File: src/common/pe_types_pkg.sv
`default_nettype none

package pe_types_pkg;

    //////////////////////////////////////////////////
    // Sample format
    //////////////////////////////////////////////////

    localparam int DATA_WIDTH = 16;  // One part of a complex sample

    // Real part in the upper half, imaginary in the lower
    typedef struct packed {
        logic signed [DATA_WIDTH-1:0] re;
        logic signed [DATA_WIDTH-1:0] im;
    } cplx_t;

    //////////////////////////////////////////////////
    // Data memory geometry
    //////////////////////////////////////////////////

    localparam int DMEM_AW    = 4;
    localparam int DMEM_DEPTH = 2 ** DMEM_AW;  // 16 complex entries

    typedef logic [DMEM_AW-1:0] dmem_addr_t;

endpackage

`default_nettype wire

File: src/common/pe_isa_pkg.sv
`default_nettype none

package pe_isa_pkg;

    localparam int INST_WIDTH = 32;

    // Field widths, top bit down
    localparam int OP_W   = 4;
    localparam int WSRC_W = 2;
    localparam int REG_W  = 4;   // dst, src0, src1
    localparam int RSVD_W = INST_WIDTH - OP_W - WSRC_W - 3 * REG_W;  // 14 spare bits

    //////////////////////////////////////////////////
    // Opcodes
    //////////////////////////////////////////////////

    typedef enum logic [OP_W-1:0] {
        NOP   = 4'h0,  // No ALU issue
        CADD  = 4'h1,  // a + b
        CSUB  = 4'h2,  // a - b
        CMUL  = 4'h3,  // a * b
        CMULC = 4'h4,  // a * conj(b)
        PASS  = 4'h5,  // a
        END   = 4'hF   // Last word, pc wraps after it
    } op_t;

    // Where the data memory write comes from
    typedef enum logic [WSRC_W-1:0] {
        W_NONE = 2'd0,  // no write this step
        W_LD   = 2'd1,  // load bus
        W_PE   = 2'd2,  // neighbour PE
        W_WB   = 2'd3   // own last result
    } wsrc_t;

    //////////////////////////////////////////////////
    // Instruction word
    //////////////////////////////////////////////////

    typedef struct packed {
        op_t               op;
        wsrc_t             wsrc;
        logic [REG_W-1:0]  dst;
        logic [REG_W-1:0]  src0;
        logic [REG_W-1:0]  src1;
        logic [RSVD_W-1:0] rsvd;
    } inst_t;

endpackage

`default_nettype wire

File: src/common/dmem_if.sv
`timescale 1ns/1ns
`default_nettype none

// Data memory ports between decoder, register file and ALU
interface dmem_if import pe_types_pkg::*; ();

    logic       rden;      // Latch both read ports
    dmem_addr_t rd_addr0;  // Operand a
    dmem_addr_t rd_addr1;  // Operand b

    logic       wren;
    dmem_addr_t wr_addr;
    cplx_t      wdata;

    cplx_t      rdata0;    // Registered, one cycle after rden
    cplx_t      rdata1;

    // Decoder side
    modport ctrl (output rden, rd_addr0, rd_addr1, wren, wr_addr, wdata);

    // Register file
    modport mem (
        input  rden, rd_addr0, rd_addr1, wren, wr_addr, wdata,
        output rdata0, rdata1
    );

    // ALU only sees the operands
    modport alu (input rdata0, rdata1);

endinterface

`default_nettype wire

File: src/hw/complex_alu.sv
`timescale 1ns/1ns
`default_nettype none

module complex_alu import pe_types_pkg::*, pe_isa_pkg::*; #(
    parameter int FRAC_BITS = 8
) (
    input  wire        clk,
    input  wire        rst,
    input  wire        alu_v,
    input  wire op_t   alu_op,
    dmem_if.alu        opnd,     // a = rdata0, b = rdata1
    output logic       dout_v,
    output cplx_t      dout
);

    localparam int PW = 2 * DATA_WIDTH + 1;  // Sum of two products

    cplx_t a;
    cplx_t b;
    cplx_t res;

    logic signed [PW-1:0] p_rr;   // ar*br
    logic signed [PW-1:0] p_ii;   // ai*bi
    logic signed [PW-1:0] p_ri;   // ar*bi
    logic signed [PW-1:0] p_ir;   // ai*br
    logic signed [PW-1:0] mul_re;
    logic signed [PW-1:0] mul_im;
    logic signed [PW-1:0] sh_re;
    logic signed [PW-1:0] sh_im;

    assign a = opnd.rdata0;
    assign b = opnd.rdata1;

    //////////////////////////////////////////////////
    // Multiplier
    //////////////////////////////////////////////////

    assign p_rr = PW'(a.re) * PW'(b.re);  // Signed, widened to PW
    assign p_ii = PW'(a.im) * PW'(b.im);
    assign p_ri = PW'(a.re) * PW'(b.im);
    assign p_ir = PW'(a.im) * PW'(b.re);

    always_comb begin
        if (alu_op == CMULC) begin
            // b conjugated, bi negated
            mul_re = p_rr + p_ii;
            mul_im = p_ir - p_ri;
        end else begin
            mul_re = p_rr - p_ii;
            mul_im = p_ri + p_ir;
        end
    end

    assign sh_re = mul_re >>> FRAC_BITS;  // Arithmetic, fixed point back
    assign sh_im = mul_im >>> FRAC_BITS;

    //////////////////////////////////////////////////
    // Result select and output register
    //////////////////////////////////////////////////

    always_comb begin
        case (alu_op)
            CADD: begin
                res.re = a.re + b.re;  // Wraps mod 2^16
                res.im = a.im + b.im;
            end
            CSUB: begin
                res.re = a.re - b.re;
                res.im = a.im - b.im;
            end
            CMUL, CMULC: begin
                res.re = sh_re[DATA_WIDTH-1:0];  // Low 16 bits only
                res.im = sh_im[DATA_WIDTH-1:0];
            end
            default: res = a;  // PASS
        endcase
    end

    always_ff @(posedge clk) begin
        if (rst) begin
            dout_v <= 1'b0;
        end else begin
            dout_v <= alu_v;
        end
    end

    always_ff @(posedge clk) begin
        if (alu_v) begin
            dout <= res;  // Held between results
        end
    end

endmodule

`default_nettype wire

File: src/pe/pe_imem.sv
`timescale 1ns/1ns
`default_nettype none

module pe_imem import pe_isa_pkg::*; #(
    parameter int IMEM_DEPTH = 32
) (
    input  wire                   clk,
    input  wire                   rst,
    input  wire                   inst_in_v,
    input  wire [INST_WIDTH-1:0]  inst_in,
    input  wire                   step,       // Advance pc, din_v
    output inst_t                 inst
);

    localparam int AW = $clog2(IMEM_DEPTH);

    logic [INST_WIDTH-1:0] mem [IMEM_DEPTH];

    logic          load_q;       // inst_in_v one cycle back
    logic          burst_start;
    logic [AW-1:0] ld_ptr;
    logic [AW-1:0] wr_addr;
    logic [AW:0]   prog_len;     // Words in the current program
    logic [AW-1:0] pc;
    logic [AW:0]   pc_inc;       // One extra bit to compare against length

    // Rising edge of inst_in_v restarts the load at 0
    assign burst_start = inst_in_v && !load_q;
    assign wr_addr     = burst_start ? '0 : ld_ptr;
    assign pc_inc      = {1'b0, pc} + 1'b1;

    assign inst = inst_t'(mem[pc]);  // Async read at pc

    always_ff @(posedge clk) begin
        if (inst_in_v) begin
            mem[wr_addr] <= inst_in;
        end
    end

    //////////////////////////////////////////////////
    // Load pointer and program counter
    //////////////////////////////////////////////////

    always_ff @(posedge clk) begin
        if (rst) begin
            load_q   <= 1'b0;
            ld_ptr   <= '0;
            prog_len <= '0;
            pc       <= '0;
        end else begin
            load_q <= inst_in_v;
            if (inst_in_v) begin
                ld_ptr   <= wr_addr + 1'b1;
                prog_len <= {1'b0, wr_addr} + 1'b1;  // Grows with each beat
            end
            if (burst_start) begin
                pc <= '0;                            // New program
            end else if (step) begin
                if (inst.op == END || pc_inc >= prog_len) begin
                    pc <= '0;                        // Wrap
                end else begin
                    pc <= pc_inc[AW-1:0];
                end
            end
        end
    end

endmodule

`default_nettype wire

File: src/pe/pe_control.sv
`timescale 1ns/1ns
`default_nettype none

module pe_control import pe_types_pkg::*, pe_isa_pkg::*; (
    input  wire         clk,
    input  wire         rst,
    input  wire inst_t  inst,
    input  wire         din_v,
    input  wire cplx_t  din_ld,
    input  wire cplx_t  din_pe,
    input  wire cplx_t  din_wb,   // ALU output register
    dmem_if.ctrl        dmem,
    output logic        alu_v,
    output op_t         alu_op
);

    logic issue;  // ALU op this cycle

    // NOP and END only step the pc
    assign issue = din_v && (inst.op != NOP) && (inst.op != END);

    //////////////////////////////////////////////////
    // Write port
    //////////////////////////////////////////////////

    assign dmem.wren    = din_v && (inst.wsrc != W_NONE);
    assign dmem.wr_addr = inst.dst;

    always_comb begin
        case (inst.wsrc)
            W_PE:    dmem.wdata = din_pe;
            W_WB:    dmem.wdata = din_wb;  // Last result, as held now
            default: dmem.wdata = din_ld;  // W_LD, W_NONE does not write
        endcase
    end

    //////////////////////////////////////////////////
    // Read ports and ALU issue
    //////////////////////////////////////////////////

    assign dmem.rden     = issue;
    assign dmem.rd_addr0 = inst.src0;
    assign dmem.rd_addr1 = inst.src1;

    // Delay one cycle to meet the registered read data
    always_ff @(posedge clk) begin
        if (rst) begin
            alu_v <= 1'b0;
        end else begin
            alu_v <= issue;
        end
    end

    always_ff @(posedge clk) begin
        if (issue) begin
            alu_op <= inst.op;
        end
    end

endmodule

`default_nettype wire

File: src/pe/pe_dmem.sv
`timescale 1ns/1ns
`default_nettype none

module pe_dmem import pe_types_pkg::*; (
    input  wire  clk,
    dmem_if.mem  dmem
);

    cplx_t regs [DMEM_DEPTH];  // Not cleared by reset

    //////////////////////////////////////////////////
    // One write, two reads, all on the clock edge
    //////////////////////////////////////////////////

    always_ff @(posedge clk) begin
        if (dmem.wren) begin
            regs[dmem.wr_addr] <= dmem.wdata;
        end
    end

    // Same-cycle read sees the old entry
    always_ff @(posedge clk) begin
        if (dmem.rden) begin
            dmem.rdata0 <= regs[dmem.rd_addr0];
            dmem.rdata1 <= regs[dmem.rd_addr1];
        end  // Otherwise hold
    end

endmodule

`default_nettype wire

File: src/pe/pe.sv
`timescale 1ns/1ns
`default_nettype none

module pe import pe_types_pkg::*, pe_isa_pkg::*; #(
    parameter int IMEM_DEPTH = 32,
    parameter int FRAC_BITS  = 8
) (
    input  wire                    clk,
    input  wire                    rst,
    input  wire                    din_v,      // One instruction per high cycle
    input  wire cplx_t             din_ld,     // Load bus
    input  wire cplx_t             din_pe,     // Neighbour bus
    input  wire                    inst_in_v,
    input  wire [INST_WIDTH-1:0]   inst_in,
    output logic                   dout_v,
    output cplx_t                  dout_pe,
    output logic                   inst_out_v,
    output logic [INST_WIDTH-1:0]  inst_out
);

    inst_t cur_inst;  // Word at the program counter
    logic  alu_v;
    op_t   alu_op;

    dmem_if dmem_bus ();

    //////////////////////////////////////////////////
    // Program pass-through to the next PE
    //////////////////////////////////////////////////

    always_ff @(posedge clk) begin
        if (rst) begin
            inst_out_v <= 1'b0;
        end else begin
            inst_out_v <= inst_in_v;
        end
        inst_out <= inst_in;  // Payload, no reset
    end

    //////////////////////////////////////////////////
    // Blocks
    //////////////////////////////////////////////////

    pe_imem #(
        .IMEM_DEPTH (IMEM_DEPTH)
    ) u_imem (
        .clk       (clk),
        .rst       (rst),
        .inst_in_v (inst_in_v),
        .inst_in   (inst_in),
        .step      (din_v),
        .inst      (cur_inst)
    );

    pe_control u_ctrl (
        .clk    (clk),
        .rst    (rst),
        .inst   (cur_inst),
        .din_v  (din_v),
        .din_ld (din_ld),
        .din_pe (din_pe),
        .din_wb (dout_pe),   // Write-back of last result
        .dmem   (dmem_bus.ctrl),
        .alu_v  (alu_v),
        .alu_op (alu_op)
    );

    pe_dmem u_dmem (
        .clk  (clk),
        .dmem (dmem_bus.mem)
    );

    complex_alu #(
        .FRAC_BITS (FRAC_BITS)
    ) u_alu (
        .clk    (clk),
        .rst    (rst),
        .alu_v  (alu_v),
        .alu_op (alu_op),
        .opnd   (dmem_bus.alu),
        .dout_v (dout_v),
        .dout   (dout_pe)
    );

endmodule

`default_nettype wire

File: config.mk
export PLATFORM = sky130hd
export DESIGN_NAME = pe
export DESIGN_NICKNAME = d
export VERILOG_FILES = /design/src/common/pe_types_pkg.sv /design/src/common/pe_isa_pkg.sv /design/src/common/dmem_if.sv /design/src/hw/complex_alu.sv /design/src/pe/pe_imem.sv /design/src/pe/pe_control.sv /design/src/pe/pe_dmem.sv /design/src/pe/pe.sv
export SDC_FILE = /design/constraint.sdc
export NUM_CORES = 2
export LEC_CHECK = 0
export ABC_CLOCK_PERIOD_IN_PS = 9570
export BUFFER_PORTS_ARGS = -buffer_cell sky130_fd_sc_hd__clkbuf_2
export CORE_UTILIZATION = 40
export DETAILED_ROUTE_END_ITERATION = 8
export PLACE_DENSITY_LB_ADDON = 0.2
export SETUP_SLACK_MARGIN = 0.3
export SYNTH_ARGS = -nofsm -noshare
export SYNTH_HDL_FRONTEND = slang
export SYNTH_SLANG_ARGS = --single-unit
File: constraint.sdc
create_clock -name clk -period 9.57 [get_ports clk]
set_clock_uncertainty 0.1 [all_clocks]
set_input_delay 1.914 -clock clk [delete_from_list [all_inputs] [get_ports clk]]
set_output_delay 1.914 -clock clk [all_outputs]
set_load 0.01 [all_outputs]
; ---- Yosys cells after proc, flatten, opt, wreduce, memory -nomap -nowiden
; Memories as Yosys holds them, arrays and structs flattened. A register that Yosys moved wholly into a read port is not among the register bits.
; Index checks and enable logic that the tools add are counted.
[word_totals]
register_bits = 87
ramBits = 1536
input_bits = 100
wordCells = 58
mem_count = 2
[memory_table]
columns = name, depth, width, read_ports, rd_clocked_by_memory_dff, wr, line_no
row1 = u_imem.mem, 32, 32, 1, 1, 1, pe_imem.sv:17  ; logic [INST_WIDTH-1:0] mem [IMEM_DEPTH];
row2 = u_dmem.regs, 16, 32, 2, 2, 1, pe_dmem.sv:9  ; cplx_t regs [DMEM_DEPTH];
[classes]
addsub = 11
multipliers = 4
n_lt_le_gt_ge = 1
n_eq_ne = 8
muxes = 12
reduce_logical = 10
[ops]
columns = cell, count
row1 = $mul 16x16->24, 4
row2 = $pmux 32 s3, 1
row3 = $pmux 32 s2, 1
row4 = $add 24x24->24, 2
row5 = $mux 24, 2
row6 = $sub 24x24->24, 2
row7 = $add 16x16->16, 2
row8 = $sub 16x16->16, 2
row9 = $mux 5, 4
row10 = $add 5x1->6 const B, 2
row11 = $eq 4x2->1 const B, 2
row12 = $ge 6x6->1, 1
row13 = $add 5x1->5 const B, 1
row14 = $eq 2x2->1 const B, 2
row15 = $eq 4x1->1 const B, 1
row16 = $eq 4x3->1 const B, 1
row17 = $eq 4x4->1 const B, 1
row18 = $logic_and 1x1->1, 4
row19 = $mux 1, 4
row20 = $ne 4x4->1 const B, 1
row21 = $reduce_bool 4->1, 1
row22 = $reduce_or 2->1, 2
row23 = $reduce_bool 2->1, 1
row24 = $logic_not 1->1, 1
row25 = $logic_or 1x1->1, 1

; ---- Depth between registers and ports, before layout
[depth]
depth_word = 6
ltp_mapped = 36
depth_no_buf = 34

; ---- By module
; From an unflattened synthesis, not the netlist that was laid out.
[hier_totals]
cells_unflattened = 7180
area_unflattened_um2 = 102839.9
[modules_own_cells]
columns = mod, instances, cells_per_inst, area_per_inst_um2, seq_area_each_um2
row1 = pe_imem, 1, 1621, 39930.8, 31089.8
row2 = complex_alu, 1, 4255, 36431.2, 980.9
row3 = pe_dmem, 1, 1141, 24828.8, 17296.6
row4 = pe_control, 1, 129, 974.7, 140.1
row5 = pe, 1, 34, 674.4, 660.6

; ---- Worst setup path before layout
; Ideal clock, no wire load.
[synth_timing]
path_kind = reg2reg
startpoint = register, netlist name u_dmem.dmem.rdata0[10]
endpoint = register u_alu.dout[31] in the netlist's numbering (data pin)
arrival_time_ns = 7.804
setup_slack_ns = 1.391
path_stages_with_launch = 33
synth_period_minus_slack_ns = 8.179
path_cell_list = edfxtp_1 > clkbuf_1 > clkbuf_1 > nand2_1 > fa_1 > fa_1 > fa_1 > fa_1 > inv_1 > fa_1 > inv_1 > fa_1 > inv_1 > ha_1 > buf_2 > nand3_1 > o211ai_1 > xor2_1 > or4_1 > o21ai_0 > xnor2_1 > ha_1 > a21oi_1 > nor2b_1 > o21ai_0 > o21ai_0 > o21ai_0 > nand2b_1 > a21oi_1 > o21bai_1 > a31o_2 > xor2_1 > o221ai_1
[synth_lines]
columns = element, line_no
row1 = end signal: assignment, complex_alu.sv:89  ; dout <= res;
row2 = end: declaration, complex_alu.sv:13  ; output cplx_t dout

==> flow_metrics.env <==
export IMPL_status="finished clean"
export IMPL_dr_first_iter_drc_count=5061
export IMPL_rows=170
export IMPL_syn_area_um2=86700
export IMPL_arrival_ps=9300
export IMPL_worst_setup_path_type="reg -> reg"
export IMPL_ant_nets=0
export IMPL_cts_tree="done"
export IMPL_path_max_fanout=20
export IMPL_min_path_type="reg -> reg"
export IMPL_max_freq_mhz=112
export IMPL_post_cts_resized=0
export IMPL_finish_utilization=0.448
export IMPL_rsz0062_at_grt="no"
export IMPL_htree_num_levels=4
export IMPL_cp_slowest_stage_delay_ps=950
export IMPL_cts_buffers=139
export IMPL_cp_required_ps=9970
export IMPL_drt_wl_total_um=254000
export IMPL_grt_start_max_net_pins=142
export IMPL_finalHoldViolations=0
export IMPL_fin_nets=8481
export IMPL_worst_r2r_setup_slack_ps=670
export IMPL_grt_pass1_vias=58000
export IMPL_drc_errors=0
export IMPL_num_fill_cells=19400
export IMPL_core_area_um2=215000
export IMPL_die_h_um=467
export IMPL_antenna_found_initial=18
export IMPL_dp_hpwl_um=173000
export IMPL_finalMaxSlewViolations=0
export IMPL_synth_distinct_cells=80
export IMPL_synth_seq_area_share=0.423
export IMPL_critPathSlowestCell="edfxtp_1"
export IMPL_synth_cells=7143
export IMPL_gr_total_overflow=0
export IMPL_critPathTopFamily="adder cells"
export IMPL_num_vias=56000
export IMPL_setup_viol=0
export IMPL_maxCapViolations=0
export IMPL_synth_edff_count=1188
export IMPL_finalSetupTns_ps=0
export IMPL_wl_per_cell_um=24.9
export IMPL_synth_warnings=0
export IMPL_multiInputGateArea_um2=45200
export IMPL_die_area_um2=219000
export IMPL_dieWidth_um=467
export IMPL_holdWs_ps=373
export IMPL_io_buffers=165
export IMPL_cts_hold_buf=0
export IMPL_register_area_um2=36700
export IMPL_cts_sinks=1239
export IMPL_drive_gt1_frac=0.125
export IMPL_worstMarginPinSlew_ps=1370
export IMPL_first_pass_iters=5
export IMPL_synth_ff_type="edfxtp_1"
export IMPL_relSlewSlack=0.0855
export IMPL_clock_path_buffers=3
export IMPL_track_usage=0.233
export IMPL_period_share=0.930
export IMPL_syn_nets=8376
export IMPL_grt_first_pass_wirelength_um=375000
export IMPL_initial_core_util=0.403
export IMPL_area_delta_synth_final_pct=11.2
export IMPL_async_flop_share=0
export IMPL_ys_ff_latch=1239
export IMPL_synth_area_per_cell_um2=12.1
export IMPL_period_needed_ps=8900
export IMPL_crit_path_frequent_cell="fa_1"
export IMPL_io_pins=166
export IMPL_worstSkewPairLatency_ps=810
export IMPL_path_clk_slew_ps=60
export IMPL_critPathLaunchType="flop"
export IMPL_post_cts_buffers=0
export IMPL_worstSetupEndpointType="flop"
export IMPL_routabilityCongestion=0.924
export IMPL_cts_root_buf="clkbuf_16"
export IMPL_avgViaCountPerCell=5.49
export IMPL_path_buf_inv=4
-- path summary, 6_finish.rpt --
kind | from | end | cells after the start
worst max register to register | u_dmem.dmem.rdata1[7]$_DFFE_PP_ | u_alu.dout[14]$_DFFE_PP_ | 30
worst max-delay path | u_dmem.dmem.rdata1[7]$_DFFE_PP_ | u_alu.dout[14]$_DFFE_PP_ | 30
worst min-delay path | u_imem.prog_len[5]$_SDFFE_PP0P_ | u_imem.prog_len[5]$_SDFFE_PP0P_ | 2
worst min register to register | u_imem.prog_len[5]$_SDFFE_PP0P_ | u_imem.prog_len[5]$_SDFFE_PP0P_ | 2
-- registers in the layout, indices dropped and copies added (netlist names), 4 cells and up, named ones only --
register and flops:
u_dmem.dmem.rdata0 32, u_alu.dout 32, u_imem.mem 576, u_ctrl.alu_op 4, u_imem.prog_len 6, u_imem.pc 5, u_dmem.regs 512, inst_out 32
u_dmem.dmem.rdata1 32
-- cell usage in the layout, fill, tap and decap left out, drive strengths merged, types with 204 or more instances in the layout --
cell type / n
and2: 523
inv: 973
buf: 211
mux2i: 311
fa: 750
mux4: 244
xnor2: 204
ha: 383
edfxtp: 1188
clkbuf: 342
nand2: 863
-- per-stage QoR --
stage	instances	area, um^2	setup WS (ps)
6_report	10200	96400	671
2_1_floorplan	7143	86700	1390
3_5_place_dp	9938	91700	705
3_3_place_gp	9938	91700	740
5_1_grt	10200	96400	309
4_1_cts	10200	96300	690
-- routing by layer --
metal / up-vias / wire [um] / part of all wire / global-route usage
met5: - / 47 / 0.00019 / 0
met4: 8 / 8330 / 0.033 / 0.0788
met3: 353 / 14600 / 0.057 / 0.0318
met2: 1748 / 122000 / 0.48 / 0.383
met1: 29200 / 109000 / 0.43 / 0.318
li1: 24600 / - / - / -
-- layout make-up --
class / count / share of cell area
inverters: 961 / 0.0374
clock buffers: 177 / 0.0382
well taps: 2838 / 0.0368
diodes: 3 / 0.0000779
flip-flops and latches: 1239 / 0.381
multi-input cells: 4531 / 0.469
repair buffers: 376 / 0.0280
clock inverters: 71 / 0.00931
-- logic make-up (layout without fill, tap and decap cells) --
| logic type | count (synthesis) | in the layout | synth area share |
|---|---|---|---|
| and+or+nand+nor | 1755 | 1755 | 0.0966 |
| xor gates and xnor gates | 284 | 284 | 0.0287 |
| adders and majority gates | 1133 | 1133 | 0.229 |
| buffers and inverters | 1373 | 1585 | 0.0602 |
| other | 0 | 3 | 0 |
| DFF | 1239 | 1239 | 0.423 |
| AOI/OAI and AO/OA | 800 | 800 | 0.0628 |
| muxes | 559 | 559 | 0.0998 |
-- synthesized netlist by cell type (all sizes together) (19+ instances only) --
| cell | count | area share |
|---|---|---|
| edfxtp | 1188 | 0.41 |
| inv | 961 | 0.042 |
| nand2 | 863 | 0.037 |
| fa | 750 | 0.17 |
| and2 | 523 | 0.038 |
| ha | 383 | 0.055 |
| clkbuf | 328 | 0.014 |
| mux2i | 311 | 0.036 |
| mux4 | 244 | 0.063 |
| xnor2 | 204 | 0.021 |
| a211oi | 203 | 0.018 |
| nor2 | 174 | 0.0075 |
| a21oi | 165 | 0.0097 |
| o21ai | 125 | 0.0072 |
| buf | 84 | 0.0044 |
| xor2 | 80 | 0.0081 |
| a31oi | 73 | 0.0053 |
| a311oi | 65 | 0.0066 |
| dfxtp | 51 | 0.012 |
| nand2b | 42 | 0.0030 |
| a21o | 38 | 0.0033 |
| nor3 | 32 | 0.0018 |
| nor2b | 27 | 0.0020 |
| nand3 | 25 | 0.0014 |
| a22oi | 19 | 0.0016 |
| o21a | 19 | 0.0016 |
-- tightest hold or removal path, delay by kind of cell, from the launching register on --
kind / cells / cell delay, ps
flip-flops: 1 / 310
AND/OR/NAND/NOR: 1 / 60
AO/OA/AOI/OAI: 1 / 50
Power is not shown: default switching activity piles up to over one toggle a cycle in this logic, so the estimate is an artifact.
